**src/source/patch_types_pkg.sv**
```systemverilog
// pixel, patch and stored-word types, imported by the patch store RTL and its testbench
package patch_types_pkg;

  // pixel geometry
  localparam int PIXEL_WIDTH = 11;
  localparam int PATCH_SIZE = 5;
  localparam int PATCH_BITS = PIXEL_WIDTH * PATCH_SIZE;

  // one stored entry spans two 32-bit slices
  localparam int WORD_SLICES = 2;
  localparam int WORD_WIDTH = 64;

  typedef logic [PIXEL_WIDTH-1:0] pixel_t;

  // pixel 0 in the low bits
  typedef pixel_t [PATCH_SIZE-1:0] patch_pixels_t;

  // pixel view, zero pad above the patch
  typedef struct packed {
    logic [WORD_WIDTH-PATCH_BITS-1:0] pad;
    patch_pixels_t                    pixels;
  } patch_pix_view_t;

  // same stored word, read as pixels or as macro slices (slice 0 low)
  typedef union packed {
    patch_pix_view_t                                     pix;
    logic [WORD_SLICES-1:0][WORD_WIDTH/WORD_SLICES-1:0] slice;
  } patch_word_t;

endpackage

```
**src/source/sram_macro_pkg.sv**
```systemverilog
// geometry of the 32x256 1rw1r SRAM macro, imported by the memory and its model
package sram_macro_pkg;

  // data bits per macro word
  localparam int MACRO_WIDTH = 32;

  // entries per macro
  localparam int MACRO_DEPTH = 256;
  localparam int MACRO_ADDR_WIDTH = 8;

  // one mask bit per byte
  localparam int MACRO_MASK_WIDTH = MACRO_WIDTH / 8;

  typedef logic [MACRO_WIDTH-1:0] macro_word_t;

endpackage

```
**src/source/patch_write_ctrl.sv**
```systemverilog
// load address counter that turns incoming patches into port-0 writes for the patch memory
`timescale 1ns/1ns

module patch_write_ctrl
  import patch_types_pkg::*;
  import sram_macro_pkg::*;
#(
  parameter int NUM_BANKS = 2,
  localparam int BANK_BITS = (NUM_BANKS > 1) ? $clog2(NUM_BANKS) : 1,
  localparam int PATCH_ADDR_WIDTH = MACRO_ADDR_WIDTH + BANK_BITS
) (
  input  logic                        clk,
  input  logic                        arst_n,
  input  logic                        load_start,
  input  logic                        patch_valid,
  input  patch_pixels_t               patch_in,
  output logic                        wr_en,
  output logic [PATCH_ADDR_WIDTH-1:0] wr_addr,
  output patch_pixels_t               wr_patch,
  output logic [PATCH_ADDR_WIDTH:0]   patch_count,
  output logic                        full
);

  localparam int CAPACITY = NUM_BANKS * MACRO_DEPTH;

  // one extra bit so the count can reach capacity
  logic [PATCH_ADDR_WIDTH:0] load_cnt;
  // load_start rewinds the counter within the strobe cycle
  logic [PATCH_ADDR_WIDTH:0] base_cnt;

  assign base_cnt = load_start ? '0 : load_cnt;

  // write goes out in the strobe cycle
  assign wr_en    = patch_valid && (base_cnt != (PATCH_ADDR_WIDTH+1)'(CAPACITY));
  assign wr_addr  = base_cnt[PATCH_ADDR_WIDTH-1:0];
  assign wr_patch = patch_in;

  always_ff @(posedge clk or negedge arst_n) begin
    if (!arst_n) begin
      load_cnt <= '0;
    end else if (load_start || wr_en) begin
      load_cnt <= base_cnt + (PATCH_ADDR_WIDTH+1)'(wr_en);
    end
  end

  // full sticks until the next load_start
  assign full        = (load_cnt == (PATCH_ADDR_WIDTH+1)'(CAPACITY));
  assign patch_count = load_cnt;

  a_cnt_in_range : assert property (@(posedge clk) disable iff (!arst_n)
    load_cnt <= (PATCH_ADDR_WIDTH+1)'(CAPACITY));

endmodule

```
**config.mk**
```make
export PLATFORM = sky130hd
export DESIGN_NAME = patch_write_ctrl
export DESIGN_NICKNAME = d
export VERILOG_FILES = /design/src/source/patch_types_pkg.sv /design/src/source/sram_macro_pkg.sv /design/src/source/patch_write_ctrl.sv
export SDC_FILE = /design/constraint.sdc
export NUM_CORES = 1
export LEC_CHECK = 0
export ABC_CLOCK_PERIOD_IN_PS = 2540
export BUFFER_PORTS_ARGS = -buffer_cell sky130_fd_sc_hd__buf_2
export CAP_MARGIN = 20
export CORE_MARGIN = 10
export CORE_UTILIZATION = 32
export DETAILED_ROUTE_END_ITERATION = 8
export HOLD_SLACK_MARGIN = 0.03
export PLACE_DENSITY = 0.81
export SLEW_MARGIN = 25
export SYNTH_ARGS = -nofsm -noshare
export SYNTH_HDL_FRONTEND = slang
export SYNTH_SLANG_ARGS = --single-unit
```
**constraint.sdc**
```tcl
create_clock -name clk -period 2.54 [get_ports clk]
set_input_delay 0.254 -clock clk [delete_from_list [all_inputs] [get_ports clk]]
set_output_delay 0.254 -clock clk [all_outputs]
set_load 0.1 [all_outputs]
```
* After elaboration in Yosys (flattened, before gate mapping) *
Index checks and enable logic that the tools add are counted.

word-level totals
  register bits = 10

operators by class
  add/subtract/negate cells = 1
  equal/unequal tests = 2
  mux-type cells = 1
  reductions and logical operators = 2

operator list
  cell                                            count
  10-bit by 1-bit adder with 10-bit output        1
  10-bit == test (second input constant)          1
  10-bit two-way mux                              1
  10-bit inequality test (second input constant)  1
  1-bit logical AND                               1
  1-bit logical OR                                1

* Logic depth before layout (Yosys ltp) *
  depth after elaboration = 4
  depth in mapped cells = 9
  gate-level depth less buffers = 8

* Least setup slack after synthesis *
OpenSTA, ideal clock, no wires.

  kind = reg2reg
  from = register load_cnt[9], in the netlist patch_count[9]
  to = register load_cnt[8], in the netlist patch_count[8]
  setup time = 0.199 ns
  data arrival time = 4.781 ns
  data required time = 2.341 ns
  path slack = -2.440 ns
  cell stages (with the launch flop) = 9
  path buffers = 0
  clock period less this slack = 4.980 ns
  cell sequence = dfrtp_1 or4b_4 nor4_4 a21oi_1 ha_1 ha_1 nand3_1 nor4_1 xor2_1

between the ends
  word-level cells in the longest chain between the ends = 4

ends and longest elaborated chain
  item                                                                                 line                                            source
  start: declaration                                                                   patch_write_ctrl.sv:27                          logic [PATCH_ADDR_WIDTH:0] load_cnt;
  start signal: assignment                                                             patch_write_ctrl.sv:42                          load_cnt <= base_cnt + (PATCH_ADDR_WIDTH+1)'(wr_en);
  10-bit two-way mux (*)                                                               patch_write_ctrl.sv:31                          assign base_cnt = load_start ? '0 : load_cnt;
  10-bit inequality test (*)                                                           patch_write_ctrl.sv:34                          assign wr_en = patch_valid && (base_cnt != (PATCH_ADDR_WIDTH+1)'(CAPACITY));
  1-bit logical AND (*)                                                                patch_write_ctrl.sv:34
  via wr_en                                                                            patch_write_ctrl.sv:17                          output logic wr_en,
  10-bit by 1-bit adder with 10-bit output / 1-bit logical OR (equally long branches)  patch_write_ctrl.sv:42, patch_write_ctrl.sv:41

Mark *: on every way through the listed nets, which the timed path passes. The rest lies on a longest branch.
A chain may end at the register's enable or synchronous reset.

* Final worst setup path *
  from = register load_cnt[3], in the netlist patch_count[3]
  to = register load_cnt[8], in the netlist patch_count[8]

between the ends
  word-level cells in the longest chain between the ends = 4

ends and longest elaborated chain
  item                                                                                 line
  10-bit two-way mux (*)                                                               patch_write_ctrl.sv:31
  10-bit inequality test                                                               patch_write_ctrl.sv:34
  1-bit logical AND                                                                    patch_write_ctrl.sv:34
  10-bit by 1-bit adder with 10-bit output / 1-bit logical OR (equally long branches)  patch_write_ctrl.sv:42, patch_write_ctrl.sv:41

Mark *: on every way between the ends. The rest lies on a longest branch, timed or not.

==> flow_summary.json <==
{
  "core-area_um2": 3100,
  "avgSynthCellArea_um2": 8.57,
  "synth_largest_area_cell": "buf_4",
  "syn_inst": 122,
  "dp_hpwl_um": 1550,
  "clock_path_buffers": 2,
  "crit_start": "patch_count[3]$_DFFE_PN0P_",
  "criticalPathCategory": "reg -> reg",
  "start_util_pct": 33.7,
  "grt-ovfl-total": 0,
  "ys_seq_elements": 10,
  "num-fill-cells": 343,
  "p_leak_nw": 0.393,
  "grt_antenna_before_repair": 0,
  "pre_cts_slack_ns": 0.170,
  "p_total_mw": 0.540,
  "gp_congestion": 0.762,
  "startpoint_type": "flip-flop",
  "min_path_type": "in -> reg",
  "cts_buffers": 3,
  "synth_top_area_share_pct": 40.2,
  "finalHoldViolations": 0,
  "layout-drive-gt1-share_pct": 48.9,
  "die_h_um": 77.2,
  "crit_path_max_fanout": 8,
  "cts_root_buffer": "clkbuf_4",
  "required_ns": 2.68,
  "clk_latency_ns": 0.27,
  "hp-start": "patch_valid",
  "relSlewSlack_pct": 66.9,
  "ys_warn_count": 0,
  "via_per_inst": 4.78,
  "final_cells": 138,
  "yosysSeqAreaShare_pct": 23.9,
  "yosys-top-cells-area": "buf_4, dfrtp_1, nor2b_1",
  "maxSlewViolCount": 0,
  "grt_max_degree": 21,
  "syn_area_um2": 1050,
  "skew_ns": 0.00120,
  "synthFlopType": "dfrtp_1",
  "nets": 156,
  "vdd_drop_max_v": 0.000246,
  "grt_setup_unrepaired": "no",
  "num_rows": 20,
  "synthDistinctLibCells": 25,
  "final_util_pct": 28.5,
  "fin_tns_setup_ns": 0,
  "fin_hold_ws_ns": 0.313,
  "r2r_start": "patch_count[3]$_DFFE_PN0P_",
  "synthTopCellsByCount": "buf_4, dfrtp_1, nor2b_1",
  "grt_pass1_wl_um": 3280,
  "dpl_cell_area_um2": 836,
  "die-width_um": 77.2,
  "stdcell_area_um2": 885,
  "syn_nets": 183,
  "max_cap_violations": 0,
  "drc_errors": 0,
  "dieArea_um2": 5960,
  "portBuffers": 24,
  "grt_usage_pct": 6.70,
  "clk_pin_slew_ns": 0.07,
  "cp_data_arrival_time_ns": 2.54,
  "io_pins": 135,
  "status": "finished, final reports clean",
  "vias": 660,
  "routedWlPerCell_um": 14.2,
  "wl_um": 1960,
  "tightest_slew_ns": 0.499,
  "synth-async-reset-ratio_pct": 100,
  "post-synth-top-count-cell": "buf_4",
  "fin_crit_ns": 2.40,
  "grt_pass1_vias": 640,
  "diodes": 0,
  "setup_ws_ns": 0.144,
  "critPathCaptureType": "flip-flop",
  "synth_edf_count": 0,
  "dp.cells": 133,
  "timing.rr.end": "patch_count[8]$_DFFE_PN0P_",
  "syn_to_final_growth_pct": -15.4,
  "drtIter0Drc": 86,
  "largest_reg_flops": 10,
  "clkSinkCount": 10,
  "reg2reg_slack_ns": 0.14,
  "cts_tree": "yes",
  "period_share_pct": 94.3,
  "ant_nets": 0,
  "timing.fmax_mhz": 417,
  "powerDensity_nw_per_um2": 611,
  "reg2reg_depth": 8,
  "crit_end": "patch_count[8]$_DFFE_PN0P_",
  "postCtsSetupBuffers": 0,
  "drtPass1Iterations": 4,
  "setup_viol": 0,
  "htree_levels": 1
}
where the power goes:
part	total (mW)	internal (mW)	leakage, nW	switching (mW)
clock	0.148	0.0870	0.0210	0.0608
sequential	0.186	0.170	0.122	0.0162
combinational	0.206	0.0392	0.250	0.167
total	0.540	0.296	0.393	0.244
final cells by class:
type                            count  area, µm²  share of cell area (%)
Timing Repair Buffer               26        140                    15.8
Multi-Input combinational cell     51        377                    42.6
Sequential cell                    10        265                    30.0
Inverter                            3       11.3                    1.27
Tap cell                           44       55.1                    6.22
Clock buffer                        4       36.3                    4.10
timing repair:
action | 4_1_cts | 5_1_grt
resized for setup | 0 | 1
setup endpoints to repair | 0 | 1
hold buffers | 1 | 0
hold endpoints to repair | 10 | 0
layout by cell type, fill, tap and decap left out, types with 4 or more instances in the layout:
| master | synthesis | routed |
|---|---|---|
| o21ai_1 | 2 | 4 |
| nor2b_1 | 8 | 7 |
| buf_2 | 0 | 23 |
| a21oi_1 | 5 | 4 |
| dfrtp_2 | 0 | 6 |
| nand2_1 | 4 | 4 |
| clkbuf_4 | 0 | 4 |
logic make-up after synthesis:
kind of cell | share of synthesized area, %
adders and majority gates | 2.39
buffers and inverters | 42.0
and+or+nand+nor | 20.7
DFF | 23.9
AOI/OAI and AO/OA | 8.49
xor gates and xnor gates | 2.51
worst min-delay path by stage:
stage                                  to  slack [ns]  depth (start not counted)
6_report       patch_count[1]$_DFFE_PN0P_        0.31                          3
5_1_grt        patch_count[1]$_DFFE_PN0P_        0.32                          3
2_1_floorplan  patch_count[0]$_DFFE_PN0P_       -0.04                          0
3_3_place_gp   patch_count[4]$_DFFE_PN0P_        0.12                          1
4_1_cts        patch_count[1]$_DFFE_PN0P_        0.30                          3
3_5_place_dp   patch_count[0]$_DFFE_PN0P_        0.13                          1
critical path, cell delays in order, from the launching register on:
cell,delay [ns]
dfrtp_4,0.52
or4_4,0.57
nor4_4,0.26
a21oi_2,0.10
ha_1,0.23
ha_1,0.26
nand3_2,0.12
nor4_2,0.05
xor2_1,0.16
metal layers:
layer	wire, µm	up-vias	GRT usage (%)
met5	0	-	0
li1	-	300	-
met4	48	0	6.20
met1	657	308	6.40
met2	947	44	9.62
met3	309	8	4.31
(Power assumes the default switching activity.)
